$ cat config.mk
export PLATFORM = sky130hd
export DESIGN_NAME = basic_ops
export DESIGN_NICKNAME = d
export VERILOG_FILES = /design/src/lsp_pol_pkg.sv /design/src/basic_ops.sv
export SDC_FILE = /design/constraint.sdc
export NUM_CORES = 2
export LEC_CHECK = 0
export BUFFER_PORTS_ARGS = -buffer_cell sky130_fd_sc_hd__buf_4
export CORE_UTILIZATION = 25
export DETAILED_ROUTE_END_ITERATION = 7
export GPL_ROUTABILITY_DRIVEN = 0
export PLACE_DENSITY = 0.39
export SLEW_MARGIN = 0
export SYNTH_ARGS = -nofsm -noshare
export SYNTH_HDL_FRONTEND = slang
export SYNTH_SLANG_ARGS = --single-unit
$ cat constraint.sdc
create_clock -name vclk -period 20
set_clock_uncertainty 0.2 [all_clocks]
set_input_delay 4 -clock vclk [all_inputs]
set_output_delay 4 -clock vclk [all_outputs]
set_load 0.03 [all_outputs]
$ cat src/lsp_pol_pkg.sv
package lsp_pol_pkg;

	////////////////////////////////////////////////////////////
	// Codec word types

	// Q15 sample or small integer operand
	typedef logic signed [15:0] word_t;

	// Q24 coefficient or accumulator
	typedef logic signed [31:0] long_t;

	// Scratch address is region code then index
	typedef logic [6:0] addr_t;

	////////////////////////////////////////////////////////////
	// Scratch memory regions

	localparam logic [2:0] LSP_F    = 3'd2;
	localparam logic [2:0] LSP_TEMP = 3'd3;

	////////////////////////////////////////////////////////////
	// Controller states

	typedef enum logic [3:0] {
		idle,
		f0,
		f1,
		copy,
		inner_test,
		mpy,
		shl_wait,
		accum,
		dec_j,
		outer_tail,
		lsp_step,
		next_i
	} lsp_state_t;

endpackage

$ cat src/basic_ops.sv
`timescale 1ns/1ps

module basic_ops
	import lsp_pol_pkg::*;
(
	input  word_t L_mult_a,
	input  word_t L_mult_b,
	input  word_t L_msu_a,
	input  word_t L_msu_b,
	input  long_t L_msu_c,
	input  word_t L_mac_a,
	input  word_t L_mac_b,
	input  long_t L_mac_c,
	input  word_t mult_a,
	input  word_t mult_b,
	input  word_t add_a,
	input  word_t add_b,
	input  word_t sub_a,
	input  word_t sub_b,
	input  long_t L_add_a,
	input  long_t L_add_b,
	input  long_t L_sub_a,
	input  long_t L_sub_b,
	output long_t L_mult_out,
	output long_t L_msu_out,
	output long_t L_mac_out,
	output word_t mult_out,
	output word_t add_out,
	output word_t sub_out,
	output long_t L_add_out,
	output long_t L_sub_out,
	output logic L_mult_overflow,
	output logic L_mac_overflow,
	output logic L_msu_overflow,
	output logic add_overflow,
	output logic sub_overflow,
	output logic L_add_overflow,
	output logic L_sub_overflow
);

	function automatic word_t sat16(input logic signed [16:0] v);
		if (v[16] != v[15])
			return v[16] ? 16'sh8000 : 16'sh7fff;
		return v[15:0];
	endfunction

	function automatic long_t sat32(input logic signed [32:0] v);
		if (v[32] != v[31])
			return v[32] ? 32'sh8000_0000 : 32'sh7fff_ffff;
		return v[31:0];
	endfunction

	// Only -1 times -1 leaves the Q31 range
	function automatic logic both_min(input word_t a, input word_t b);
		return (a == 16'sh8000) && (b == 16'sh8000);
	endfunction

	function automatic long_t frac_mult(input word_t a, input word_t b);
		logic signed [31:0] p;
		p = a * b;
		if (p == 32'sh4000_0000)
			return 32'sh7fff_ffff;
		return p <<< 1;
	endfunction

	logic signed [31:0] mult_prod;
	long_t mac_prod;
	long_t msu_prod;
	logic signed [32:0] mac_sum;
	logic signed [32:0] msu_diff;
	logic signed [32:0] l_add_sum;
	logic signed [32:0] l_sub_diff;
	logic signed [16:0] add_sum;
	logic signed [16:0] sub_diff;

	always_comb begin
		L_mult_out = frac_mult(L_mult_a, L_mult_b);
		L_mult_overflow = both_min(L_mult_a, L_mult_b);

		// Accumulate ops saturate twice, product then sum
		mac_prod = frac_mult(L_mac_a, L_mac_b);
		mac_sum = L_mac_c + mac_prod;
		L_mac_out = sat32(mac_sum);
		L_mac_overflow = both_min(L_mac_a, L_mac_b) | (mac_sum[32] != mac_sum[31]);

		msu_prod = frac_mult(L_msu_a, L_msu_b);
		msu_diff = L_msu_c - msu_prod;
		L_msu_out = sat32(msu_diff);
		L_msu_overflow = both_min(L_msu_a, L_msu_b) | (msu_diff[32] != msu_diff[31]);

		// Truncating Q15 product
		mult_prod = mult_a * mult_b;
		mult_out = sat16(mult_prod[31:15]);

		add_sum = add_a + add_b;
		add_out = sat16(add_sum);
		add_overflow = add_sum[16] != add_sum[15];

		sub_diff = sub_a - sub_b;
		sub_out = sat16(sub_diff);
		sub_overflow = sub_diff[16] != sub_diff[15];

		l_add_sum = L_add_a + L_add_b;
		L_add_out = sat32(l_add_sum);
		L_add_overflow = l_add_sum[32] != l_add_sum[31];

		l_sub_diff = L_sub_a - L_sub_b;
		L_sub_out = sat32(l_sub_diff);
		L_sub_overflow = l_sub_diff[32] != l_sub_diff[31];
	end

endmodule

# After elaboration in Yosys (flattened, before gate mapping)
# Cells that the tools add are included.
# op_classes
addsub	6
mul	4
n_eq_ne	16
muxes	37
bitwise	2
n_reduce_logical	3
# ops
operator	count
$mux W32	18
$mux W16	9
$mul A16 B16 Y32	4
$eq A16 B16 Y1 const B	6
$eq A32 B32 Y1 const B	3
$add A32 B32 Y33	2
$sub A32 B32 Y33	2
$add A16 B16 Y17	1
$sub A16 B16 Y17	1
$mux W1	10
$ne A1 B1 Y1	7
$logic_and A1 B1 Y1	3
$or A1 B1 Y1	2
# totals
regBits	0
word_cells	68

# Longest topological paths before layout
# logic_depth
ltp_word	8
depth_mapped	40

# Least setup slack after synthesis
# OpenSTA, ideal clock, no wires.
# synth_path
kind	input to output
start	input port L_msu_a[15]
end	output port L_msu_out[14]
arrival_ns	13.745
path_slack_ns	2.055
stages	33
path_buffers	3
path_cell_list	clkbuf_1 > nand2_1 > fa_1 > inv_1 > fa_1 > fa_1 > fa_1 > fa_1 > fa_1 > ha_1 > clkdlybuf4s25_1 > a21oi_1 > o21ai_0 > a21oi_1 > o311ai_0 > a41oi_1 > mux2i_1 > nor4_2 > nand4bb_1 > or4_4 > o31a_1 > ha_1 > and3_1 > a221o_1 > a21oi_1 > nor3_1 > a2111o_1 > a211o_1 > o311ai_0 > a22oi_1 > nor2_1 > clkbuf_1 > o21ai_0
# synth_via
elab_chain_cells	8
word_cells_on_any_way	10
# synth_lines
item	line	text
start, declared	basic_ops.sv:8	input word_t L_msu_a,
$mul A16 B16 Y32 (*)	basic_ops.sv:60	p = a * b;
$eq A32 B32 Y1	basic_ops.sv:61	if (p == 32'sh4000_0000)
$mux W1	basic_ops.sv:61	
$mux W32 (*)	basic_ops.sv:63	return p <<< 1;
$sub A32 B32 Y33 (*)	basic_ops.sv:87	msu_diff = L_msu_c - msu_prod;
$mux W32 or $ne A1 B1 Y1 (tied branches)	basic_ops.sv:49, basic_ops.sv:48	
$mux W32 or $mux W1 (tied branches)	basic_ops.sv:48	if (v[32] != v[31])
$mux W32 (*)	basic_ops.sv:50	return v[31:0];
end, declared	basic_ops.sv:25	output long_t L_msu_out,
# Mark *: on every way between the ends. The rest lies on a longest branch, timed or not. The select of a mux whose other input is x is not followed.

# Worst setup path in the final report
# layout_path
start	input port L_msu_b[15]
end	output port L_msu_out[14]
# layout_via
elab_chain_cells	8
word_cells_on_any_way	10
# layout_lines
item	line	text
start, declared	basic_ops.sv:9	input word_t L_msu_b,
$mul A16 B16 Y32 (*)	basic_ops.sv:60	
$eq A32 B32 Y1	basic_ops.sv:61	
$mux W1	basic_ops.sv:61	
$mux W32 (*)	basic_ops.sv:63	
$sub A32 B32 Y33 (*)	basic_ops.sv:87	
$mux W32 or $ne A1 B1 Y1 (tied branches)	basic_ops.sv:49, basic_ops.sv:48	
$mux W32 or $mux W1 (tied branches)	basic_ops.sv:48	
$mux W32 (*)	basic_ops.sv:50	
# Marked as above.

==> impl_metrics.json <==
{
  "hold_viol_final": 0,
  "gr-usage-met2_pct": 28.4,
  "synth_adder_area_share_pct": 56.2,
  "avgSynthCellArea_um2": 8.50,
  "worstHoldStart": "sub_b[0]",
  "drv_cap": 0,
  "ant_nets": 0,
  "core.rowCount": 161,
  "grt_use_met3_pct": 1.21,
  "cts_resized": 0,
  "first_iter_violations": 1641,
  "synth.area.top_cells": "fa_1 43%, ha_1 12%, inv_1 8.8%",
  "cp-startpoint": "L_msu_b[15]",
  "n_fill_cell": 21100,
  "synth_top_family_by_area": "adder cells",
  "core_um2": 193000,
  "design.seq.count": 0,
  "cts_setup_buffers": 0,
  "overflow": 0,
  "register_area_um2": 0,
  "syn_nets": 7667,
  "first_global_vias": 43400,
  "crit_arrival_ns": 14.97,
  "nClkBuffers": 0,
  "viasPerCell": 4.56,
  "slowest_stage": "or4_4",
  "initial_core_util_pct": 25.3,
  "grt_use_met1_pct": 22.1,
  "setup-violations-final": 0,
  "die_h_um": 444,
  "grt_pass1_wl_um": 254000,
  "yosysTopAreaCellShare_pct": 43.2,
  "via_count": 39600,
  "critPathRequiredTime_ns": 15.80,
  "final_max_slew_viol_count": 0,
  "crit_top_cell": "fa_1",
  "cts_hold_buffers": 0,
  "crit_buf_inv": 4,
  "wl_um": 157000,
  "worstSetupPathType": "input pin to output pin",
  "worstPathMaxFanout": 21,
  "area_growth_pct": 14.3,
  "synthTopCellsByCount": "1142 x inv_1, 1053 x fa_1, 683 x nand2_1",
  "yosysTopAreaCell": "fa_1",
  "hold_path.class": "input pin to output pin",
  "io_buffers": 599,
  "drive_gt1_share_pct": 10.7,
  "synth_compound_area_share_pct": 11.2,
  "synth_seq_area_share_pct": 0,
  "drcViolationCount": 0,
  "worst_pin_slew_ns": 1.28,
  "fin_tns_setup_ns": 0,
  "routedWlPerCell_um": 18.1,
  "endpoint_kind": "output pin",
  "rsz0062_at_grt": "no",
  "instances_no_fill": 8686,
  "synth_area_um2": 48900,
  "place_hpwl_um": 133000,
  "syn_inst": 5745,
  "synthXorXnorAreaFrac_pct": 4.32,
  "min_period_ns": 19.17,
  "synth_mux_area_share_pct": 0.248,
  "first_pass_iters": 5,
  "max_slew_margin_pct": 14.9,
  "die_w_um": 444,
  "grt_antenna_before_repair": 12,
  "yosysUniqueCellTypes": 91,
  "ios": 599,
  "track_usage_pct": 16.1,
  "max_freq_ghz": 0.0522,
  "slowest_delay_ns": 0.62,
  "die_area_um2": 197000,
  "top_usage_layer": "met2",
  "startpoint_type": "input pin",
  "yosys_warnings": 0,
  "crit_family": "adder cells",
  "status": "complete, no violations",
  "grt_max_degree": 31,
  "synth.most_common_cell": "inv_1",
  "layout.nets": 8079,
  "synth-simple-area-share_pct": 17.6,
  "fin_crit_sh_pct": 95.9,
  "dp_cells": 8681
}
-- layout make-up --
type                       count  area (µm²)  area share, %
antenna                        5        12.5         0.0224
inverter                    1142        4290           7.68
timing repair buffer         612        4590           8.23
multi-input combinational   4401       43800           78.4
tap                         2526        3160           5.66
-- cell usage in the layout (no fill, tap or decap), types with 32 or more instances in the layout --
| cell type | count |
|---|---|
| fa_1 | 1053 |
| o21a_1 | 40 |
| inv_1 | 1142 |
| nand2_1 | 682 |
| nor2b_1 | 37 |
| nor3_1 | 57 |
| nor2_1 | 180 |
| xnor2_1 | 164 |
| xor2_1 | 74 |
| a21o_1 | 77 |
| and2_1 | 459 |
| nor4_1 | 39 |
| nand4_1 | 33 |
| nand3_1 | 45 |
| o21ai_0 | 201 |
| a31oi_1 | 32 |
| nand2b_1 | 80 |
| a21oi_1 | 263 |
| buf_4 | 612 |
| ha_1 | 485 |
-- worst paths after layout --
check	endpoint	slack [ns]	depth (start not counted)
worst max-delay path	L_msu_out[14]	0.83	34
worst min-delay path	sub_out[0]	8.23	4
-- per-stage QoR --
stage                     instance area, µm²  util, %  setup WS (ns)  hold slack [ns]
after floorplan                        48900        -           2.06             8.00
after global placement                 55800     28.9          0.687             8.23
after detailed placement               55800     28.9          0.588             8.23
after CTS                              55800     28.9          0.517             8.23
after global routing                   55800     28.9         0.0548             8.27
final                                  55800     28.9          0.826             8.23
-- per-layer routing --
metal	wire length [µm]	vias up
li1	-	18900
met2	78000	629
met3	4970	78
met1	72600	20000
met4	1520	6
met5	35	-
-- logic make-up (layout without fill, tap and decap cells) --
| kind of cell | count (synthesis) | in the layout |
|---|---|---|
| muxes | 12 | 12 |
| and+or+nand+nor | 1722 | 1722 |
| AOI/OAI and AO/OA | 860 | 860 |
| other | 0 | 5 |
| adders and majority gates | 1568 | 1568 |
| xor gates and xnor gates | 239 | 239 |
| buffers and inverters | 1344 | 1754 |
Power is left out: the tool's default activity adds up to more than one toggle a clock period on the data nets, which glitch-free logic cannot reach.
