## config.mk

```make
export PLATFORM = sky130hd
export DESIGN_NAME = get_lsp_pol
export DESIGN_NICKNAME = d
export VERILOG_FILES = /design/src/lsp_pol_pkg.sv /design/src/get_lsp_pol.sv /design/src/mpy_32_16.sv
export SDC_FILE = /design/constraint.sdc
export NUM_CORES = 1
export LEC_CHECK = 0
export ABC_CLOCK_PERIOD_IN_PS = 3100
export BUFFER_PORTS_ARGS = -buffer_cell sky130_fd_sc_hd__buf_2
export CAP_MARGIN = 20
export CORE_AREA = 10 10 283 285
export CTS_BUF_LIST = sky130_fd_sc_hd__clkbuf_2
export DETAILED_ROUTE_END_ITERATION = 6
export DIE_AREA = 0 0 293 295
export HOLD_SLACK_MARGIN = 0.12
export SYNTH_ARGS = -nofsm -noshare
export SYNTH_HDL_FRONTEND = slang
export SYNTH_SLANG_ARGS = --single-unit
```

## constraint.sdc

```tcl
create_clock -name clock -period 3.1 [get_ports clock]
set_clock_uncertainty 0.05 [all_clocks]
set_input_delay 0.155 -clock clock [delete_from_list [all_inputs] [get_ports clock]]
set_output_delay 0.155 -clock clock [all_outputs]
set_load 0.05 [all_outputs]
```

## src/lsp_pol_pkg.sv

```systemverilog
package lsp_pol_pkg;

	////////////////////////////////////////////////////////////
	// Codec word types

	// Q15 sample or small integer operand
	typedef logic signed [15:0] word_t;

	// Q24 coefficient or accumulator
	typedef logic signed [31:0] long_t;

	// Scratch address is region code then index
	typedef logic [6:0] addr_t;

	////////////////////////////////////////////////////////////
	// Scratch memory regions

	localparam logic [2:0] LSP_F    = 3'd2;
	localparam logic [2:0] LSP_TEMP = 3'd3;

	////////////////////////////////////////////////////////////
	// Controller states

	typedef enum logic [3:0] {
		idle,
		f0,
		f1,
		copy,
		inner_test,
		mpy,
		shl_wait,
		accum,
		dec_j,
		outer_tail,
		lsp_step,
		next_i
	} lsp_state_t;

endpackage

```

## src/get_lsp_pol.sv

```systemverilog
`timescale 1ns/1ps

module get_lsp_pol
	import lsp_pol_pkg::*;
(
	input  logic clock,
	input  logic reset,
	input  logic start,
	input  logic f_opt,
	input  logic lsp_opt,
	output logic done,
	output word_t L_mult_a,
	output word_t L_mult_b,
	input  long_t L_mult_out,
	output word_t L_msu_a,
	output word_t L_msu_b,
	output long_t L_msu_c,
	input  long_t L_msu_out,
	output word_t L_mac_a,
	output word_t L_mac_b,
	output long_t L_mac_c,
	input  long_t L_mac_out,
	output word_t mult_a,
	output word_t mult_b,
	input  word_t mult_out,
	output word_t add_a,
	output word_t add_b,
	input  word_t add_out,
	output word_t sub_a,
	output word_t sub_b,
	input  word_t sub_out,
	output long_t L_add_a,
	output long_t L_add_b,
	input  long_t L_add_out,
	output long_t L_sub_a,
	output long_t L_sub_b,
	input  long_t L_sub_out,
	output logic shl_start,
	output long_t shl_value,
	output word_t shl_count,
	input  logic shl_done,
	input  long_t shl_result,
	output addr_t read_addr,
	output addr_t write_addr,
	output long_t write_data,
	output logic write_en,
	input  long_t read_data
);

	function automatic addr_t f_addr(input logic sel, input logic [2:0] idx);
		return {LSP_F, sel, idx};
	endfunction

	function automatic addr_t lsp_addr(input logic [3:0] idx);
		return {LSP_TEMP, idx};
	endfunction

	function automatic word_t to_word(input logic [3:0] v);
		return word_t'({12'd0, v});
	endfunction

	lsp_state_t state, next_state;
	logic [3:0] i_cnt, next_i_cnt;
	logic [3:0] j_cnt, next_j_cnt;
	logic [3:0] f_ptr, next_f_ptr;
	logic [3:0] lsp_ptr, next_lsp_ptr;
	logic f_sel, next_f_sel;
	long_t temp1, next_temp1;
	long_t temp2, next_temp2;

	long_t mpy_var1;
	word_t mpy_var2;
	long_t mpy_out;
	word_t mpy_L_mult_a, mpy_L_mult_b;
	word_t mpy_mult_a, mpy_mult_b;
	word_t mpy_L_mac_a, mpy_L_mac_b;
	long_t mpy_L_mac_c;

	////////////////////////////////////////////////////////////
	// Multiply helper

	// Split f[j-1] into hi and 15 bit lo
	assign mpy_var1 = {temp1[31:16], 1'b0, temp1[15:1]};
	assign mpy_var2 = read_data[15:0];

	mpy_32_16 i_mpy_32_16 (
		.var1(mpy_var1),
		.var2(mpy_var2),
		.L_mult_in(L_mult_out),
		.mult_in(mult_out),
		.L_mac_in(L_mac_out),
		.out(mpy_out),
		.L_mult_a(mpy_L_mult_a),
		.L_mult_b(mpy_L_mult_b),
		.mult_a(mpy_mult_a),
		.mult_b(mpy_mult_b),
		.L_mac_a(mpy_L_mac_a),
		.L_mac_b(mpy_L_mac_b),
		.L_mac_c(mpy_L_mac_c)
	);

	always_comb begin
		{L_mult_a, L_mult_b} = '0;
		{mult_a, mult_b} = '0;
		{L_mac_a, L_mac_b, L_mac_c} = '0;
		if (state == f0) begin
			// 1.0 in Q24
			L_mult_a = 16'sd4096;
			L_mult_b = 16'sd2048;
		end else if (state == mpy) begin
			L_mult_a = mpy_L_mult_a;
			L_mult_b = mpy_L_mult_b;
			mult_a = mpy_mult_a;
			mult_b = mpy_mult_b;
			L_mac_a = mpy_L_mac_a;
			L_mac_b = mpy_L_mac_b;
			L_mac_c = mpy_L_mac_c;
		end
	end

	////////////////////////////////////////////////////////////
	// Recursion FSM

	always_ff @(posedge clock) begin
		if (reset) begin
			state <= idle;
			i_cnt <= '0;
			j_cnt <= '0;
			f_ptr <= '0;
			lsp_ptr <= '0;
			f_sel <= 1'b0;
		end else begin
			state <= next_state;
			i_cnt <= next_i_cnt;
			j_cnt <= next_j_cnt;
			f_ptr <= next_f_ptr;
			lsp_ptr <= next_lsp_ptr;
			f_sel <= next_f_sel;
		end
		temp1 <= next_temp1;
		temp2 <= next_temp2;
	end

	always_comb begin
		next_state = state;
		next_i_cnt = i_cnt;
		next_j_cnt = j_cnt;
		next_f_ptr = f_ptr;
		next_lsp_ptr = lsp_ptr;
		next_f_sel = f_sel;
		next_temp1 = temp1;
		next_temp2 = temp2;
		done = 1'b0;
		{L_msu_a, L_msu_b, L_msu_c} = '0;
		{add_a, add_b, sub_a, sub_b} = '0;
		{L_add_a, L_add_b, L_sub_a, L_sub_b} = '0;
		{shl_start, shl_value, shl_count} = '0;
		{read_addr, write_addr, write_data, write_en} = '0;

		case (state)
			idle: begin
				if (start) begin
					next_f_sel = f_opt;
					next_lsp_ptr = {3'd0, lsp_opt};
					next_i_cnt = 4'd2;
					next_j_cnt = 4'd1;
					next_f_ptr = 4'd2;
					next_state = f0;
				end
			end
			f0: begin
				write_addr = f_addr(f_sel, 3'd0);
				write_data = L_mult_out;
				write_en = 1'b1;
				next_state = f1;
			end
			f1: begin
				// f[1] = -2 lsp in Q24
				read_addr = lsp_addr(lsp_ptr);
				L_msu_a = read_data[15:0];
				L_msu_b = 16'sd512;
				write_addr = f_addr(f_sel, 3'd1);
				write_data = L_msu_out;
				write_en = 1'b1;
				add_a = to_word(lsp_ptr);
				add_b = 16'sd2;
				next_lsp_ptr = add_out[3:0];
				next_state = copy;
			end
			copy: begin
				sub_a = to_word(f_ptr);
				sub_b = 16'sd2;
				read_addr = f_addr(f_sel, sub_out[2:0]);
				write_addr = f_addr(f_sel, f_ptr[2:0]);
				write_data = read_data;
				write_en = 1'b1;
				next_state = inner_test;
			end
			inner_test: begin
				if (j_cnt >= i_cnt) begin
					// Pointer is back at f[1]
					read_addr = f_addr(f_sel, f_ptr[2:0]);
					next_temp1 = read_data;
					next_j_cnt = 4'd1;
					next_state = outer_tail;
				end else begin
					sub_a = to_word(f_ptr);
					sub_b = 16'sd1;
					read_addr = f_addr(f_sel, sub_out[2:0]);
					next_temp1 = read_data;
					next_state = mpy;
				end
			end
			mpy: begin
				read_addr = lsp_addr(lsp_ptr);
				shl_start = 1'b1;
				shl_value = mpy_out;
				shl_count = 16'sd1;
				next_temp1 = mpy_out;
				next_state = shl_wait;
			end
			shl_wait: begin
				shl_value = temp1;
				shl_count = 16'sd1;
				if (shl_done) begin
					read_addr = f_addr(f_sel, f_ptr[2:0]);
					next_temp1 = shl_result;
					next_temp2 = read_data;
					next_state = accum;
				end
			end
			accum: begin
				// f[j] + f[j-2] - t0
				sub_a = to_word(f_ptr);
				sub_b = 16'sd2;
				read_addr = f_addr(f_sel, sub_out[2:0]);
				L_add_a = temp2;
				L_add_b = read_data;
				L_sub_a = L_add_out;
				L_sub_b = temp1;
				write_addr = f_addr(f_sel, f_ptr[2:0]);
				write_data = L_sub_out;
				write_en = 1'b1;
				add_a = to_word(j_cnt);
				add_b = 16'sd1;
				next_j_cnt = add_out[3:0];
				next_state = dec_j;
			end
			dec_j: begin
				sub_a = to_word(f_ptr);
				sub_b = 16'sd1;
				next_f_ptr = sub_out[3:0];
				next_state = inner_test;
			end
			outer_tail: begin
				read_addr = lsp_addr(lsp_ptr);
				L_msu_a = read_data[15:0];
				L_msu_b = 16'sd512;
				L_msu_c = temp1;
				write_addr = f_addr(f_sel, f_ptr[2:0]);
				write_data = L_msu_out;
				write_en = 1'b1;
				add_a = to_word(f_ptr);
				add_b = to_word(i_cnt);
				next_f_ptr = add_out[3:0];
				// Last write of the run goes with done
				if (i_cnt == 4'd5) begin
					done = 1'b1;
					next_state = idle;
				end else begin
					next_state = lsp_step;
				end
			end
			lsp_step: begin
				add_a = to_word(lsp_ptr);
				add_b = 16'sd2;
				next_lsp_ptr = add_out[3:0];
				next_state = next_i;
			end
			next_i: begin
				add_a = to_word(i_cnt);
				add_b = 16'sd1;
				next_i_cnt = add_out[3:0];
				next_state = copy;
			end
			default: begin
				next_state = idle;
			end
		endcase
	end

endmodule

```

## src/mpy_32_16.sv

```systemverilog
`timescale 1ns/1ps

module mpy_32_16
	import lsp_pol_pkg::*;
(
	input  long_t var1,
	input  word_t var2,
	input  long_t L_mult_in,
	input  word_t mult_in,
	input  long_t L_mac_in,
	output long_t out,
	output word_t L_mult_a,
	output word_t L_mult_b,
	output word_t mult_a,
	output word_t mult_b,
	output word_t L_mac_a,
	output word_t L_mac_b,
	output long_t L_mac_c
);

	word_t hi;
	word_t lo;

	// var1 arrives as hi word and 15 bit lo word
	assign hi = var1[31:16];
	assign lo = var1[15:0];

	assign L_mult_a = hi;
	assign L_mult_b = var2;
	assign mult_a = lo;
	assign mult_b = var2;

	// lo product times one adds it back at Q31 scale
	assign L_mac_a = mult_in;
	assign L_mac_b = 16'sd1;
	assign L_mac_c = L_mult_in;
	assign out = L_mac_in;

endmodule

```

Yosys cells after proc, flatten, opt, wreduce, memory -nomap -nowiden:

Cells that the tools add are included.
W data, S select, Z words.

* add/subtract/negate cells: 0
* multiply operators: 0
* div/mod/pow operators: 0
* order comparisons: 1
* equality and inequality tests: 15
* shift operators: 0
* multiplexer cells: 51
* bitwise operators: 0
* reduce and logical (&&, ||, !) cells: 25

Operator list (count)
* $mux W32: 8
* $mux W16: 8
* $pmux W32 S4: 1
* $pmux W32 S3: 1
* $pmux W32 S2: 1
* $pmux W4 S10: 1
* $pmux W4 S3: 3
* $mux W4: 8
* $mux W15: 2
* $pmux W4 S2: 3
* $pmux W6 S4: 1
* $eq A4 B3 Y1 const B: 5
* $pmux W6 S3: 1
* $eq A4 B4 Y1 const B: 4
* $pmux W4 S4: 1
* $reduce_and A2 Y1: 7
* $reduce_or A2 Y1: 7
* $mux W10: 1
* $reduce_bool A3 Y1: 3
* $reduce_or A3 Y1: 3
* $eq A4 B2 Y1 const B: 2
* $mux W1: 8
* $mux W6: 1
* $ne A2 B2 Y1 const B: 3
* 8 further kinds: 9

* register bits: 85
* latch bits: 0
* bits in writable memories: 0
* ROM bits: 0
* bits of input ports: 278
* logic and storage cells: 100
* memories kept: 0

Depth between registers and ports, before layout:

* word-level depth: 4
* depth in mapped cells: 8
* mapped depth without buffers: 6

Cells and area by module:

Synthesis repeated with hierarchy kept, for this count alone.

* cells, all modules: 1083
* area, all modules: 8767.2 um^2

By module, submodules not included
* get_lsp_pol: instances 1, cells an instance 921, area an instance 7558.5 um^2
* mpy_32_16: instances 1, cells an instance 162, area an instance 1208.7 um^2

Worst setup path before layout:

OpenSTA, ideal clock, no wires.

* path type: reg-to-output
* start point: register state[2]
* end point: output port done
* data arrival time: 2484 ps
* required time: 2895 ps
* path slack: 411 ps
* cell stages (with the launch flop): 6
* cells stage by stage: dfxtp_1 buf_2 buf_2 buf_2 clkbuf_1 nor4_1

* cells in the longest elaborated chain, start to end: 2

Ends and longest elaborated chain
* from (decl): line get_lsp_pol.sv:62 `lsp_state_t state, next_state;`
* from (signal assigned): line get_lsp_pol.sv:126 `state <= idle;`
* from (signal assigned): line get_lsp_pol.sv:133 `state <= next_state;`
* $eq A4 B4 Y1: line get_lsp_pol.sv:160 `case (state)`
* $mux W1: line get_lsp_pol.sv:160
* to (decl): line get_lsp_pol.sv:11 `output logic done,`

No other way between the ends.

Worst setup path after layout:

* start point: register state[1]
* end point: output port L_mult_b[15]

* cells in the longest elaborated chain, start to end: 3
* elaborated cells on any way between the ends: 4

Ends and longest elaborated chain
* $eq A4 B3 Y1: line get_lsp_pol.sv:110 `end else if (state == mpy) begin`
* $mux W16: line get_lsp_pol.sv:110
* $mux W16 (*): line get_lsp_pol.sv:106 `if (state == f0) begin`
* to (decl): line get_lsp_pol.sv:13 `output word_t L_mult_b,`

Mark *: on every way between the ends. The rest lies on a longest branch, timed or not.

==> impl_results.md <==
* Layout Cells excl Fill at 2740
* Post-synth ARST share at 0%
* WP data arrival at 2.78 ns
* YS warnings at 0
* Setup crit end kind: output pin
* Max Buffers Root-to-Sink at 2
* Total routed wirelength at 69.8 mm
* MaxCap Viol Count at 0
* Max Clk Rate at 0.335 GHz
* Hold WC Path Type: in2reg
* Critical-path top delay cell: dfxtp_2
* RSZ-0062 raised after global routing: true
* Die height at 295 um
* Vias in the first global route at 11407
* Via count at 11072
* Relative slew slack at 51.9%
* Failing checks: DRC
* Pwr per Cell Area at 344 nW/um^2
* Clk slew on worst S/H paths at 0.35 ns
* Most common cell after layout, fill and taps aside: buf_2
* CP max FO at 46
* Cell count after synthesis at 922
* Synth unique cells at 47
* Minimum clock period after layout at 2.99 ns
* Max H-tree Level at 3
* Storage cell area at 2370 sq um
* Drt wl/cell at 25.5 um
* Worst-Margin Slew at 0.721 ns
* Fin. max-slew vios at 0
* Leak at 8.01 nW
* VDD IR max at 0.000136 V
* Crit-path cells: buf_12 > nor4bb_4 > clkbuf_16 > buf_16 > and2_1 > buf_4
* Clk sink count at 85
* Avg Synthesized Cell Area at 8.29 sq um
* Final core occ at 20.7%
* CTS tree: built
* TritonCTS Buffers at 9
* P&R area growth vs syn at 101%
* Die width at 293 um
* Synth Register Bits at 85
* WS Path Type: reg2out
* Most frequent cells in the layout: buf_2, dlygate4sd3_1, and2_1
* Critical Path Source Type: flip-flop
* Die area at 86400 sq um
* Root Driver: clkbuf_2
* Period utilization at 96.3%
* Synthesized area at 7640 sq um
* GR Util All Layers at 14.5%
* Outcome: finished with violations
* Pwr Total at 5.29 mW
* Final worst slack at 0.114 ns
* I/O pin count at 759
* Vias per cell at 4.04
* Cell count after placement at 2443
* Post-DP HPWL at 50.0 mm
* Worst skew pair latency at 0.81 ns
* TritonRoute pass-1 iters at 7
* Ys flop type: edfxtp_1
* Global-route wire length before repair at 89.4 mm
* Post-synth EDFFs at 64
* Final-layout fill cell count at 8180
* CP required at 2.89 ns
* Remaining Overflow, GRT at 0
* Final setup violating endpoints at 0
* Starting Density at 10.3%
* DR DRC count at 8
* Buffers on Ports at 635
* Initial antenna violation count at 24
* Cell row count at 100
* Core area at 74200 sq um
* Max incr delay on CP at 0.42 ns
* Share of cells above drive strength 1 at 43.4%
* Multi-input gate area at 4380 sq um
* Final nets at 2037
* Placer Congestion at 0.883
* Iteration-0 DRC Markers at 1034
* Largest net degree at the start of global routing at 73
* Seq/Total Area, Yosys at 30.6%
* Post-DRT Antenna Nets at 0
* Post-Place Worst Slack at 0.341 ns
* Final hold violations at 0
[cell type report]
class,count,share of cell area [%]
Timing Repair Buffer,930,46.1
Multi-Input combinational cell,688,28.5
Sequential cell,85,15.4
Tap cell,969,7.88
Inverter,41,1.02
Clock inverter,7,0.675
Clock buffer,9,0.293
Antenna cell,11,0.179
[synthesized netlist by cell type (2+ instances only)]
master	instances	area, sq um
a22o_1	37	324
a221oi_1	2	17.5
edfxtp_1	64	1920
nor4bb_1	3	30.0
a311oi_1	4	35.0
a221o_1	3	30.0
a31oi_1	3	18.8
o21a_1	2	15.0
nor2_1	22	82.6
nand3_1	10	50.1
o21ai_0	8	40.0
a21o_1	2	15.0
or3b_2	3	26.3
and2_1	151	945
a32o_1	4	40.0
inv_1	41	154
a222oi_1	68	681
o211ai_1	2	15.0
ha_1	4	50.1
nand2_1	89	334
a2bb2oi_1	3	26.3
and3_1	132	826
buf_2	24	120
buf_4	123	923
a21oi_1	9	45.0
dfxtp_1	21	420
or2_2	2	12.5
mux2i_1	4	40.0
nand2b_1	5	31.3
a211oi_1	3	22.5
clkbuf_1	58	218
[critical path: cells and delay by family, from the launching register on]
family,cells,cell delay (ns)
buffers and inverters,4,0.87
DFF,1,0.42
and+or+nand+nor,2,0.63
[flip-flops by register name, summed over array words and instances, names as in the netlist]
name,count
temp1,32
temp2,32
f_ptr,4
i_cnt,4
j_cnt,4
lsp_ptr,4
state,4
f_sel,1
[per-stage QoR]
| step | area (sq um) | TNS (ns) | hold slack, ns |
|---|---|---|---|
| 4_1_cts | 14900 | -0.0173 | 0.165 |
| 3_5_place_dp | 11900 | 0 | 0.370 |
| 5_1_grt | 15400 | -6.14 | 0.236 |
| 2_1_floorplan | 8010 | 0 | 0.204 |
| 3_3_place_gp | 11900 | 0 | 0.369 |
| 6_report | 15400 | 0 | 0.325 |
[final timing paths]
kind	startpoint	end	slack [ns]	cells past startpoint
worst max-delay path	state[1]	L_mult_b[15]	0.11	6
worst min register to register	f_sel	f_sel	0.47	2
worst max register to register	state[2]	temp1[27]	0.44	6
worst min-delay path	shl_done	state[0]	0.33	5
[cell families after synthesis]
group,synth area share [%]
AO/OA/AOI/OAI,18.0
other,0.0491
AND/OR/NAND/NOR,31.4
flip-flops,30.6
XOR/XNOR,0.115
buffers and inverters,18.7
adder cells (fa/ha/maj),0.655
multiplexers,0.524
[routing by layer]
metal  global-route usage [%]  part of all wire (%)  vias to the layer above
met4                     5.78                   3.4                        8
li1                         -                     -                     4801
met5                        0                 0.079                        -
met1                     16.4                    38                     5325
met2                     24.5                    48                      818
met3                     5.39                    11                      120
[power breakdown]
| part | internal, mW | switching [mW] | leakage (nW) |
|---|---|---|---|
| sequential | 1.30 | 0.0764 | 0.756 |
| clock | 0.283 | 0.604 | 0.0880 |
| combinational | 1.04 | 1.99 | 7.16 |
| total | 2.62 | 2.67 | 8.01 |
[timing repair]
action / CTS / global route
gates cloned: 3 / 4
setup endpoints to repair: 375 / 130
pin swaps: 20 / 24
buffers inserted: 28 / 11
hold buffers: 224 / 0
endpoints found under the hold margin: 129 / 0
gates resized for setup: 62 / 161
Power figures use the tool's default switching activity.
