[config.mk]
export PLATFORM = sky130hd
export DESIGN_NAME = l_shl_unit
export DESIGN_NICKNAME = d
export VERILOG_FILES = /design/src/lsp_pol_pkg.sv /design/src/l_shl_unit.sv
export SDC_FILE = /design/constraint.sdc
export NUM_CORES = 1
export LEC_CHECK = 0
export BUFFER_PORTS_ARGS = -buffer_cell sky130_fd_sc_hd__buf_2
export CORE_ASPECT_RATIO = 0.8
export CORE_MARGIN = 1
export CORE_UTILIZATION = 54
export DETAILED_ROUTE_END_ITERATION = 8
export PLACE_DENSITY_LB_ADDON = 0.08
export SLEW_MARGIN = 20
export SYNTH_ARGS = -nofsm -noshare
export SYNTH_HDL_FRONTEND = slang
export SYNTH_SLANG_ARGS = --single-unit
[constraint.sdc]
create_clock -name clock -period 5.2 [get_ports clock]
set_input_delay 0 -clock clock [delete_from_list [all_inputs] [get_ports clock]]
set_output_delay 0 -clock clock [all_outputs]
set_load 0.03 [all_outputs]
[src/lsp_pol_pkg.sv]
package lsp_pol_pkg;

	////////////////////////////////////////////////////////////
	// Codec word types

	// Q15 sample or small integer operand
	typedef logic signed [15:0] word_t;

	// Q24 coefficient or accumulator
	typedef logic signed [31:0] long_t;

	// Scratch address is region code then index
	typedef logic [6:0] addr_t;

	////////////////////////////////////////////////////////////
	// Scratch memory regions

	localparam logic [2:0] LSP_F    = 3'd2;
	localparam logic [2:0] LSP_TEMP = 3'd3;

	////////////////////////////////////////////////////////////
	// Controller states

	typedef enum logic [3:0] {
		idle,
		f0,
		f1,
		copy,
		inner_test,
		mpy,
		shl_wait,
		accum,
		dec_j,
		outer_tail,
		lsp_step,
		next_i
	} lsp_state_t;

endpackage

[src/l_shl_unit.sv]
`timescale 1ns/1ps

module l_shl_unit
	import lsp_pol_pkg::*;
(
	input  logic clock,
	input  logic reset,
	input  logic start,
	input  long_t value,
	input  word_t count,
	output logic done,
	output long_t result
);

	logic busy;
	word_t remaining;

	always_ff @(posedge clock) begin
		if (reset) begin
			busy <= 1'b0;
			done <= 1'b0;
		end else begin
			done <= 1'b0;
			if (start) begin
				busy <= (count > 16'sd0);
				done <= (count <= 16'sd0);
			end else if (busy && remaining == 16'sd1) begin
				busy <= 1'b0;
				done <= 1'b1;
			end
		end
	end

	// One bit per cycle
	always_ff @(posedge clock) begin
		if (start) begin
			result <= value;
			remaining <= count;
		end else if (busy) begin
			remaining <= remaining - 16'sd1;
			// Sign and next bit differ so the shift would overflow
			if (result[31] != result[30])
				result <= result[31] ? 32'sh8000_0000 : 32'sh7fff_ffff;
			else
				result <= result << 1;
		end
	end

endmodule

-- After elaboration in Yosys (flattened, before gate mapping)
Cells that the tools add are included.
- multiplexer cells: 10
- add/sub/neg operators: 1
- $lt $le $gt $ge: 2
- eq/ne operators: 2
- reductions and logical operators: 3
- operators with widths (operator ; number):
    two-way mux 32 bit ; 4
    two-way mux 16 bit ; 2
    == test 16 x 2 -> 1 bit, second input constant ; 1
    greater-than comparator 16 x 1 -> 1 bit, second input constant ; 1
    less-or-equal comparator 16 x 1 -> 1 bit, second input constant ; 1
    subtractor 16 x 2 -> 16 bit, second input constant ; 1
    two-way mux 1 bit ; 4
    nonzero test 2 bit ; 2
    logical AND 1 bit ; 1
    inequality test 1 bit ; 1
- bits of input ports: 51
- register bits: 50
- word-level logic and storage cells: 22

-- Longest topological paths before layout
Gate-level depths: netlist (run 1).
- word-level depth: 4
- depth in mapped cells: 7

-- Least setup slack after synthesis (run 1)
Ideal clock, no wire load.
- kind: input-to-reg
- start: in start
- end: reg remaining[0], enable pin
- path slack: 3.375 ns
- path buffers: 1
- arrival time: 1.418 ns
- stages: 3
- cell sequence: clkbuf_1 -> inv_1 -> nand2_1
- longest elaborated chain between the ends: 1
- RTL lines (element ; line ; text):
    start: declaration ; l_shl_unit.sv:8 ; input logic start,
    nonzero test 2 bit (no source line) ; -- ;
    end signal: assignment ; l_shl_unit.sv:38 ; remaining <= count;
    end signal: assignment ; l_shl_unit.sv:40 ; remaining <= remaining - 16'sd1;
    end: declaration ; l_shl_unit.sv:16 ; word_t remaining;
Every way passes these cells.
A chain may end at the register's enable or synchronous reset.

-- Worst setup path in the final report (run 1)
- start: reg result[31]
- end: reg result[6] (data pin)
- longest elaborated chain between the ends: 4
- elaborated cells on any way between the ends: 5
- classes of those cells: eq/ne (1); mux (4)
- RTL lines (element ; line ; text):
    start: declaration ; l_shl_unit.sv:12 ; output long_t result
    start signal: assignment ; l_shl_unit.sv:37 ; result <= value;
    start signal: assignment ; l_shl_unit.sv:43 ; result <= result[31] ? 32'sh8000_0000 : 32'sh7fff_ffff;
    start signal: assignment ; l_shl_unit.sv:45 ; result <= result << 1;
    two-way mux 32 bit or inequality test 1 bit (tied branches) ; l_shl_unit.sv:43, l_shl_unit.sv:42 ;
    two-way mux 32 bit (*) ; l_shl_unit.sv:42 ; if (result[31] != result[30])
    two-way mux 32 bit (*) ; l_shl_unit.sv:39 ; end else if (busy) begin
    two-way mux 32 bit (*) ; l_shl_unit.sv:36 ; if (start) begin
Every way passes the cells marked *; elsewhere a longest branch is shown, timed or not. The select of a mux whose other input is x is not followed.

==> results.rst, run 1 <==
.. list-table::
   :header-rows: 1

   * - Metric
     - Value
   * - Final weighted congestion in routability-driven placement
     - 0.7716
   * - Net count of the mapped netlist
     - 305
   * - Vias in the first global route
     - 2,007
   * - Result of the run
     - finished, violations left
   * - Maximum operating frequency
     - 378.3 MHz
   * - Compound-cell area share of the yosys netlist
     - 17.44%
   * - Slowest cell on crit path
     - nand2_1
   * - Kind of critical path
     - reg2reg
   * - Clock latency at the later pin of the worst-skew pair
     - 0.30 ns
   * - FFs w/ async S/R, synth
     - 0%
   * - Io pins
     - 84
   * - Dominant synthesized flop cell
     - edfxtp_1
   * - Most area-hungry cell type in the Yosys netlist
     - edfxtp_1
   * - Worst Clk Skew
     - 0.008698 ns
   * - Setup repair after global routing missed its margin
     - no
   * - Parity-gate share of the synthesized area counting xor and xnor cells
     - 3.782%
   * - Synthesized-area fraction occupied by adder cells
     - 1.965%
   * - Main combinational cell family by area after synthesis
     - compound AO/OA/AOI/OAI gates
   * - Proportion of power drawn by the clock network
     - 25.7%
   * - Clk slew on worst S/H paths
     - 0.09 ns
   * - Maximum VDD drop
     - 0.0001856 V
   * - Transition time at the pin with the least slew margin
     - 0.8992 ns
   * - Max Cap Viol
     - 0
   * - LEAKAGE
     - 1.336 nW
   * - DPL Wire Length
     - 3783 um
   * - Minimum setup slack among reg-to-reg paths
     - 2.56 ns
   * - Crit path cell chain
     - inv_1 > ha_1 > inv_1 > nand2_1 > o21ai_0 > o21ai_0
   * - Summed instance area of the synthesized netlist
     - 2547 um^2
   * - Worst-case hold slack
     - -0.0006374 ns
   * - Worst Setup Slack, final
     - 2.556 ns
   * - Max stage delay on crit path
     - 0.69 ns
   * - Max_slew headroom
     - 39.92%
   * - Routed vias/inst
     - 5.493
   * - CTS tree
     - done
   * - Worst setup SP type
     - flop
   * - WL per Instance
     - 14.60 um
   * - Antenna Diode Count
     - 0
   * - Worst Path Max Fanout
     - 32
   * - Number of warnings printed during yosys synthesis
     - 0
   * - Average cell area after synthesis
     - 10.19 um^2
   * - Violated checks
     - hold timing
   * - Post-synthesis instance total
     - 250
   * - Final count of pins violating max slew
     - 0
   * - Post-synth top cells
     - o21ai_0 (75), edfxtp_1 (48), nand2_1 (47), clkbuf_1 (13), xor2_1 (8)
   * - Proportion of synthesized chip area in sequential cells
     - 58.15%
   * - Clock sink total
     - 50
   * - Dominant cell by count in the synthesized netlist
     - o21ai_0
   * - Routed Wire Length
     - 5927 um
   * - Critical Path End Type
     - flop
   * - GR Util met3
     - 5.362%
   * - Final hold violations
     - 1
   * - Net Switching
     - 0.3146 mW
   * - Mux cell area share after synthesis
     - 0.8841%
   * - Classification of the worst-slack hold path
     - in2reg
   * - Share of the synthesized area in the top cell type
     - 56.58%
   * - Pin count of the biggest net entering global routing
     - 96
   * - Area fraction in and, or, nand and nor cells after synthesis
     - 14.54%
   * - Layout cell share with drive strength beyond 1
     - 27.79%
   * - Iteration-0 DRC count of the detailed router
     - 206
   * - Pwr/cell area
     - 313.8 nW/um^2
   * - Combinational share of power
     - 23.2%
   * - Post-DRT Antenna Nets
     - 0
   * - CTS H-tree depth
     - 2
   * - Number of nets in the finished design
     - 403
   * - Number of port buffers
     - 83
   * - Number of endpoints failing setup at the final stage
     - 0
   * - Overall routing resource usage
     - 25.59%
   * - Total Die Area
     - 4998 um^2
   * - Register bit total from synthesis
     - 50
   * - Min cycle time layout
     - 2.644 ns
   * - Initial antenna violation count
     - 0
   * - Internal power component
     - 0.7291 mW
   * - Fillers
     - 331
   * - Number of buffers created by CTS
     - 5
   * - Area grow syn2layout
     - 30.55%
   * - Starting density of the core
     - 58.41%
   * - Switching part of the total
     - 30.14%
   * - GR Util met2
     - 37.72%
   * - Required time worst endpoint
     - 5.23 ns
   * - Total congestion overflow after global routing
     - 0
   * - Core ar.
     - 4362 um^2
   * - Total number of placement rows
     - 21
   * - Arrival time at the worst endpoint
     - 2.67 ns
   * - Setup Fix Bufs, Post-CTS
     - 0
   * - Horizontal extent of the die
     - 78.79 um
   * - Number of enable-type register cells in the synthesized netlist
     - 48
   * - Remaining DRCs
     - 0
   * - Part of the power in registers
     - 51.1%
   * - Quantity of gates resized following cts
     - 0
   * - Clock Tree Root
     - clkbuf_8
   * - Iteration count of the initial detailed-routing pass
     - 4
   * - Final TNS setup
     - 0 ns
   * - Pre-CTS setup slack
     - 2.540 ns
   * - Buf/Inv on CP
     - 2
   * - Gate family responsible for the most delay along the worst path
     - simple AND/OR/NAND/NOR gates
   * - Final period utilization
     - 50.84%
   * - Number of distinct library cells after synthesis
     - 30
   * - Vias
     - 2,230
   * - Die height
     - 63.44 um
   * - First-pass GRT wire length
     - 9715 um
   * - Worst-case clock buffer depth
     - 2
   * - Leading cell types by total area after synthesis
     - edfxtp_1 (57%), o21ai_0 (15%), nand2_1 (6.9%)
   * - Top Usage Layer GRT
     - met2
   * - Met1 track utilization from global routing
     - 37.51%
-- kinds of logic (layout without fill, tap and decap cells) --
| group | Yosys count | after routing |
|---|---|---|
| AO/OA/AOI/OAI | 85 | 85 |
| AND/OR/NAND/NOR | 76 | 76 |
| flip-flops | 50 | 50 |
| buffers and inverters | 22 | 121 |
| XOR/XNOR | 11 | 11 |
| adder cells (fa/ha/maj) | 4 | 4 |
| multiplexers | 2 | 2 |
-- worst paths after layout --
check | start | endpoint | cells past startpoint
worst min-delay path | value[23] | result[23] | 3
worst max-delay path | result[31] | result[6] | 6
worst max register to register | result[31] | result[6] | 6
worst min register to register | busy | busy | 2
-- cell type report --
type	count	area [um^2]	area share, %
sequential	50	1481	44.54
multi-input combinational	178	991.0	29.80
timing repair buffer	107	653.1	19.64
clock buffer	7	76.32	2.295
tap	57	71.32	2.144
clock inverter	1	30.03	0.9029
inverter	6	22.52	0.6772
-- registers in the layout, indices dropped and copies added (netlist names) --
name,count
result,32
remaining,16
busy,1
done,1
-- power groups by stage --
stage | sequential (mW) | clock, mW | combinational, mW
2_1_floorplan | 0.595 | 0 | 0.0964
3_3_place_gp | 0.540 | 0 | 0.223
3_5_place_dp | 0.541 | 0 | 0.228
4_1_cts | 0.532 | 0.270 | 0.241
5_1_grt | 0.537 | 0.293 | 0.269
6_report | 0.533 | 0.268 | 0.243
-- worst min-delay path: stages --
cell and delay (ns):
buf_2 0.08, nand2_1 0.05, o21ai_0 0.07
-- repair_timing --
| item | CTS | global route |
|---|---|---|
| hold endpoints to repair | 24 | 0 |
| hold buffers | 23 | 0 |
| endpoints found under the setup margin | 0 | 0 |
-- metal layers --
| metal | share of wire, % | wire (um) |
|---|---|---|
| met1 | 48 | 2824 |
| met2 | 43 | 2563 |
| met3 | 7.3 | 433 |
| met4 | 1.8 | 106 |
| met5 | 0 | 0 |
-- placed cells by master, fill, tap and decap left out, types with 3 or more instances in the layout --
master	Yosys	layout
buf_2	0	83
dlygate4sd3_1	0	23
xnor2_1	3	3
a21oi_1	3	3
o21ai_0	75	75
nor4_1	3	3
nor2_1	6	6
ha_1	4	4
xor2_1	8	8
clkbuf_8	0	5
nand2_1	47	46
edfxtp_1	48	48
inv_1	6	6
nor3_1	4	4
nand4_1	4	4
-- metrics by stage --
stage	util [%]	cells	total power, mW	cell area [um^2]	hold WS (ns)
4_1_cts	76.13	406	1.044	3321	0.0006235
3_3_place_gp	68.42	375	0.7631	2984	0.2352
2_1_floorplan	-	250	0.6918	2547	0.1023
6_report	76.25	406	1.044	3326	-0.0006374
3_5_place_dp	68.42	375	0.7689	2984	0.2340
5_1_grt	76.25	406	1.099	3326	0.003402
(Power assumes the default switching activity.)
==> run 2, diff against run 1 <==
CORE_UTILIZATION = 50   (was 54)
clock period = 2.55 ns   (was 5.2 ns; I/O delays follow)
==> results.rst, run 2 (synthesis results as in run 1) <==
.. list-table::
   :header-rows: 1

   * - Metric
     - Value
   * - Cell repeated most along the worst path
     - o21ai_0
   * - Number of buffers created by CTS
     - 5
   * - Maximum VDD drop
     - 0.0005720 V
   * - Vias
     - 2,262
   * - Final hold violations
     - 2
   * - Util after Layout
     - 70.64%
   * - Routed vias/inst
     - 5.490
   * - Max_slew headroom
     - 47.24%
   * - Clock Tree Root
     - clkbuf_8
   * - Switching part of the total
     - 29.96%
   * - Crit path cell chain
     - ha_1 > inv_1 > nand2_1 > o21ai_0 > o21ai_0
   * - Antenna Diode Count
     - 0
   * - Kind of critical path
     - reg2reg
   * - Overall routing resource usage
     - 23.36%
   * - Routed Wire Length
     - 6007 um
   * - Pre-CTS setup slack
     - 0.6572 ns
   * - Worst-case clock buffer depth
     - 2
   * - Proportion of power drawn by the clock network
     - 25.6%
   * - Required time worst endpoint
     - 2.68 ns
   * - Critical Path End Type
     - flop
   * - Result of the run
     - finished, violations left
   * - Worst Setup Slack, final
     - 0.5822 ns
   * - Classification of the worst-slack hold path
     - in2reg
   * - Horizontal extent of the die
     - 81.81 um
   * - Worst setup SP type
     - flop
   * - WL per Instance
     - 14.58 um
   * - Combinational share of power
     - 23.6%
   * - DPL Wire Length
     - 3886 um
   * - CTS tree
     - done
   * - R2r worst-path depth
     - 5
   * - Most common cell after layout, fill and taps aside
     - buf_2
   * - Remaining DRCs
     - 0
   * - Die height
     - 65.84 um
   * - Total number of placement rows
     - 22
   * - Largest register FFs
     - 32
   * - First-pass GRT wire length
     - 9501 um
   * - Biggest regs
     - result (32), remaining (16)
   * - Setup repair after global routing missed its margin
     - no
   * - Arrival time at the worst endpoint
     - 2.10 ns
   * - Number of nets in the finished design
     - 406
   * - Initial antenna violation count
     - 0
   * - Total power
     - 2.131 mW
   * - Io pins
     - 84
   * - Maximum operating frequency
     - 508.2 MHz
   * - CTS H-tree depth
     - 2
   * - Worst-case hold slack
     - -0.001511 ns
   * - Worst Path Max Fanout
     - 30
   * - Starting density of the core
     - 53.81%
   * - Min cycle time layout
     - 1.968 ns
   * - Clk slew on worst S/H paths
     - 0.09 ns
   * - Pin count of the biggest net entering global routing
     - 95
   * - Transition time at the pin with the least slew margin
     - 0.7914 ns
   * - Internal power component
     - 1.493 mW
   * - Iteration-0 DRC count of the detailed router
     - 181
   * - Final period utilization
     - 77.17%
   * - Total Die Area
     - 5386 um^2
   * - LEAKAGE
     - 1.350 nW
   * - Final TNS setup
     - 0 ns
   * - Iteration count of the initial detailed-routing pass
     - 5
   * - Total congestion overflow after global routing
     - 0
   * - Post-DRT Antenna Nets
     - 0
   * - Number of cells traversed by the worst hold path
     - 3
   * - Worst Clk Skew
     - 0.01299 ns
   * - Setup Fix Bufs, Post-CTS
     - 0
   * - Clock latency at the later pin of the worst-skew pair
     - 0.30 ns
   * - Net Switching
     - 0.6384 mW
   * - Number of port buffers
     - 83
   * - Violated checks
     - hold timing
   * - Final count of pins violating max slew
     - 0
   * - Layout cell share with drive strength beyond 1
     - 28.69%
   * - Core ar.
     - 4735 um^2
   * - Minimum setup slack among reg-to-reg paths
     - 0.58 ns
   * - Area grow syn2layout
     - 31.29%
   * - Biggest register
     - result
   * - Max stage delay on crit path
     - 0.57 ns
   * - Part of the power in registers
     - 50.8%
   * - Commonest cells after routing, fill and taps aside
     - buf_2 (83), o21ai_0 (75), edfxtp_1 (48)
   * - Max Cap Viol
     - 0
   * - Clock sink total
     - 50
   * - Number of endpoints failing setup at the final stage
     - 0
   * - Final weighted congestion in routability-driven placement
     - 0.7621
   * - Slowest cell on crit path
     - nand2_1
   * - Vias in the first global route
     - 1,991
   * - Pwr/cell area
     - 637.2 nW/um^2
-- run 2: cell types whose count changed in the layout (fill, tap and decap cells not counted), sizes merged --
cell         delta
dlygate4sd3     -1
buf             +4
-- run 2: power by group through the flow --
stage               clock (mW)  combinational, mW  sequential [mW]
finish                   0.546              0.503             1.08
detailed placement           0              0.475             1.10
global placement             0              0.466             1.10
global route             0.582              0.557             1.10
floorplan                    0              0.197             1.21
CTS                      0.553              0.503             1.08
-- run 2: cell type report --
| type | count | area [um^2] |
|---|---|---|
| inverters | 6 | 22.52 |
| fillers | 365 | 1390 |
| multi-input cells | 178 | 985.9 |
| clock inverters | 1 | 30.03 |
| well taps | 60 | 75.07 |
| clock buffers | 7 | 76.32 |
| flip-flops and latches | 50 | 1481 |
| repair buffers | 110 | 673.1 |
-- run 2: worst paths after layout --
| kind | from | to |
|---|---|---|
| setup reg to reg | result[30] | result[29] |
| setup / recovery | result[30] | result[29] |
| hold / removal | value[13] | result[13] |
| hold reg to reg | busy | busy |
-- run 2: worst max-delay path, delay by kind of cell, from the launching register on --
kind                       cells  cell delay, ns
DFF                            1            0.42
and+or+nand+nor                1            0.57
buffers and inverters          1            0.04
AOI/OAI and AO/OA              2            0.46
adders and majority gates      1            0.30
-- run 2: timing repair --
item | 4_1_cts | 5_1_grt
endpoints found under the hold margin | 23 | 0
hold buffers | 22 | 0
resized for setup | 0 | 0
-- run 2: routing by layer --
metal / GRT usage, % / vias up / part of all wire, %
met5: 0 / - / 0
met4: 4.825 / 0 / 0.98
met3: 4.966 / 4 / 6.6
met2: 35.54 / 81 / 46
met1: 34.36 / 1068 / 46
li1: - / 1109 / -
-- run 2: per-stage QoR --
stage	cell area (um^2)	hold slack, ns	instances
after global placement	3018	0.2295	382
after CTS	3344	0.0001790	412
final	3344	-0.001511	412
after floorplan	2547	0.1023	250
after detailed placement	3018	0.2274	382
after global routing	3344	0.004730	412
==> run 3, diff against run 2 <==
ABC_AREA = 1   (was not set)
CORE_UTILIZATION = 46   (was 50)
clock period = 1.8 ns   (was 2.55 ns; I/O delays follow)
==> results.rst, run 3 <==
.. list-table::
   :header-rows: 1

   * - Metric
     - Value
   * - Fillers
     - 530
   * - Part of the power in registers
     - 52.2%
   * - Antenna Diode Count
     - 0
   * - Share of the synthesized area in the top cell type
     - 53.41%
   * - Summed instance area of the synthesized netlist
     - 2699 um^2
   * - DPL Wire Length
     - 4528 um
   * - Number of cells traversed by the worst hold path
     - 3
   * - Number of buffers created by CTS
     - 5
   * - Clock Tree Root
     - clkbuf_8
   * - Horizontal extent of the die
     - 87.64 um
   * - Mux cell area share after synthesis
     - 0%
   * - Internal power component
     - 1.971 mW
   * - CTS tree
     - done
   * - Slowest cell on crit path
     - edfxtp_1
   * - Terminus of the critical flop-to-flop path
     - remaining[14]
   * - Worst Clk Skew
     - 0.006937 ns
   * - Routed vias/inst
     - 4.822
   * - Average cell area after synthesis
     - 8.356 um^2
   * - Proportion of synthesized chip area in sequential cells
     - 54.89%
   * - Maximum VDD drop
     - 0.0004229 V
   * - Gate family responsible for the most delay along the worst path
     - flip-flops
   * - Commonest cells after routing, fill and taps aside
     - nand2_1 (109), buf_2 (83), nor2_1 (62)
   * - Number of enable-type register cells in the synthesized netlist
     - 48
   * - Launch instance of the worst register-to-register path
     - remaining[0]
   * - Post-synth top cells
     - nand2_1 (110), nor2_1 (62), edfxtp_1 (48), a21oi_1 (36), inv_1 (13)
   * - Result of the run
     - completed
   * - Minimum setup slack among reg-to-reg paths
     - 0.20 ns
   * - Dominant cell by count in the synthesized netlist
     - nand2_1
   * - Clock latency at the later pin of the worst-skew pair
     - 0.30 ns
   * - Clock sink total
     - 50
   * - Crit path cell chain
     - inv_2 > ha_2 > inv_1 > nor2_4 > nand2_1 > nand2_1 > nand2_1 > nand2_1 > nand2_1
   * - Register area
     - 1481 um^2
   * - Starting density of the core
     - 48.58%
   * - First-pass GRT wire length
     - 10,450 um
   * - Register bit total from synthesis
     - 50
   * - Worst setup SP type
     - flop
   * - CTS H-tree depth
     - 2
   * - Max Cap Viol
     - 0
   * - Pin count of the biggest net entering global routing
     - 33
   * - Total number of placement rows
     - 24
   * - Net Switching
     - 0.9605 mW
   * - Die height
     - 70.51 um
   * - Max_slew headroom
     - 73.15%
   * - Vias in the first global route
     - 2,315
   * - FFs w/ async S/R, synth
     - 0%
   * - Classification of the worst-slack hold path
     - in2reg
   * - Clk slew on worst S/H paths
     - 0.09 ns
   * - Vias
     - 2,406
   * - Area of the multi-input gates
     - 1111 um^2
   * - Iteration count of the initial detailed-routing pass
     - 4
   * - Worst-case clock buffer depth
     - 2
   * - Biggest register
     - result
   * - Dominant synthesized flop cell
     - edfxtp_1
   * - Leading cell types by total area after synthesis
     - edfxtp_1 (53%), nand2_1 (15%), nor2_1 (8.6%)
   * - Cell repeated most along the worst path
     - nand2_1
   * - Number of distinct library cells after synthesis
     - 20
   * - Worst Path Max Fanout
     - 6
   * - Maximum operating frequency
     - 624.1 MHz
   * - WL per Instance
     - 12.60 um
   * - LEAKAGE
     - 1.522 nW
   * - Core ar.
     - 5555 um^2
   * - Area grow syn2layout
     - 26.70%
   * - Arrival time at the worst endpoint
     - 1.67 ns
   * - Post-DRT Antenna Nets
     - 0
   * - Worst Setup Slack, final
     - 0.1976 ns
   * - Remaining DRCs
     - 0
   * - Most common cell after layout, fill and taps aside
     - nand2_1
   * - Area fraction in and, or, nand and nor cells after synthesis
     - 30.13%
   * - Number of warnings printed during yosys synthesis
     - 0
   * - Number of nets in the finished design
     - 475
   * - Iteration-0 DRC count of the detailed router
     - 154
   * - Number of port buffers
     - 83
   * - Total Die Area
     - 6179 um^2
   * - Net count of the mapped netlist
     - 378
   * - Worst Min Path Start
     - value[19]
   * - Overall routing resource usage
     - 21.97%
   * - Required time worst endpoint
     - 1.87 ns
   * - Buf/Inv on CP
     - 2
   * - R2r worst-path depth
     - 9
   * - Final weighted congestion in routability-driven placement
     - 0.8175
   * - Final count of pins violating max slew
     - 0
   * - Most area-hungry cell type in the Yosys netlist
     - edfxtp_1
   * - Routed Wire Length
     - 6286 um
   * - Final hold violations
     - 0
   * - Compound-cell area share of the yosys netlist
     - 7.881%
   * - Switching part of the total
     - 32.77%
   * - Setup repair after global routing missed its margin
     - no
   * - Transition time at the pin with the least slew margin
     - 0.4027 ns
   * - Hold-critical path endpoint
     - result[19]
   * - Pwr/cell area
     - 857.2 nW/um^2
   * - Initial antenna violation count
     - 0
   * - Kind of critical path
     - reg2reg
   * - Biggest regs
     - result (32), remaining (16)
   * - Largest register FFs
     - 32
   * - Post-synthesis instance total
     - 323
   * - Number of endpoints failing setup at the final stage
     - 0
   * - Main combinational cell family by area after synthesis
     - simple AND/OR/NAND/NOR gates
   * - Io pins
     - 84
   * - Layout cell share with drive strength beyond 1
     - 27.08%
   * - Parity-gate share of the synthesized area counting xor and xnor cells
     - 0.9736%
   * - Synthesized-area fraction occupied by adder cells
     - 1.854%
   * - Min cycle time layout
     - 1.602 ns
   * - Combinational share of power
     - 26.1%
   * - Setup Fix Bufs, Post-CTS
     - 0
   * - Post-layout instance area
     - 3420 um^2
   * - Final TNS setup
     - 0 ns
   * - Max stage delay on crit path
     - 0.46 ns
   * - Proportion of power drawn by the clock network
     - 21.7%
   * - Cell area after placement
     - 3216 um^2
   * - Critical Path End Type
     - flop
   * - Pre-CTS setup slack
     - 0.1086 ns
   * - Final period utilization
     - 89.02%
   * - Total congestion overflow after global routing
     - 0
==> run 3: changes by cell type after synthesis, moves of 4 or more <==
cell      delta
o21ai_0     -71
clkbuf_1    -10
inv_1        +7
nand2_1     +63
xor2_1       -5
nor3_1       -4
nor2_2       +6
nand3_1      +6
nor2_1      +56
nand4_1      -4
a21oi_1     +33
buf_2        +8
==> run 3: metal layers <==
| layer | wire length [um] | GRT usage [%] | share of wire [%] | vias up |
|---|---|---|---|---|
| met5 | 0 | 0 | 0 | - |
| met4 | 48 | 6.011 | 0.76 | 0 |
| met3 | 512 | 5.201 | 8.1 | 7 |
| met2 | 2787 | 34.46 | 44 | 86 |
| met1 | 2939 | 30.63 | 47 | 1056 |
| li1 | - | - | - | 1257 |
==> run 3: worst max-delay path by stage <==
stage | from | to | slack [ns] | cells past startpoint
after detailed placement | remaining[0] | remaining[14] | 0.11 | 9
after global placement | remaining[0] | remaining[14] | 0.22 | 9
after global routing | remaining[0] | remaining[14] | 0.05 | 9
final | remaining[0] | remaining[14] | 0.20 | 9
after floorplan | result[31] | result[10] | 0.14 | 6
after CTS | remaining[0] | remaining[14] | 0.09 | 9
==> run 3: per-stage QoR <==
step | power [mW] | utilization (%) | instances | hold slack (ns)
2_1_floorplan | 2.055 | - | 323 | 0.06687
3_3_place_gp | 2.294 | 57.88 | 479 | 0.1825
3_5_place_dp | 2.304 | 57.88 | 479 | 0.1828
4_1_cts | 2.958 | 61.51 | 499 | 0.006031
5_1_grt | 3.088 | 61.55 | 499 | 0.01725
6_report | 2.931 | 61.55 | 499 | 0.009061
==> run 3: worst register-to-register path: cells and delay by family (launching register included) <==
family	cells	cell delay (ns)
adder cells (fa/ha/maj)	1	0.24
buffers and inverters	2	0.24
flip-flops	1	0.46
AND/OR/NAND/NOR	6	0.42
==> run 3: layout make-up <==
cell class / count / share of cell area (%)
well taps: 78 / 2.854
inverters: 14 / 1.537
clock buffers: 6 / 2.122
repair buffers: 103 / 17.42
multi-input cells: 246 / 32.49
clock inverters: 2 / 0.2561
flip-flops and latches: 50 / 43.32
==> run 3: cell families (layout without fill, tap and decap cells) <==
group / after synthesis / in the layout
flops: 50 / 50
xor+xnor: 3 / 3
simple gates: 197 / 197
fa+ha+maj: 4 / 4
compound gates: 42 / 42
buf+inv: 27 / 125
==> run 3: power groups by stage <==
stage | registers [mW] | clock network (mW) | logic (mW)
3_5_place_dp | 1.55 | 0 | 0.749
3_3_place_gp | 1.55 | 0 | 0.740
2_1_floorplan | 1.73 | 0 | 0.330
6_report | 1.53 | 0.635 | 0.766
4_1_cts | 1.53 | 0.658 | 0.770
5_1_grt | 1.55 | 0.689 | 0.850
==> run 3: what timing repair did <==
item,in CTS,in global routing
gates resized for setup,0,2
endpoints found under the setup margin,0,1
hold endpoints to repair,13,0
hold buffers,12,0
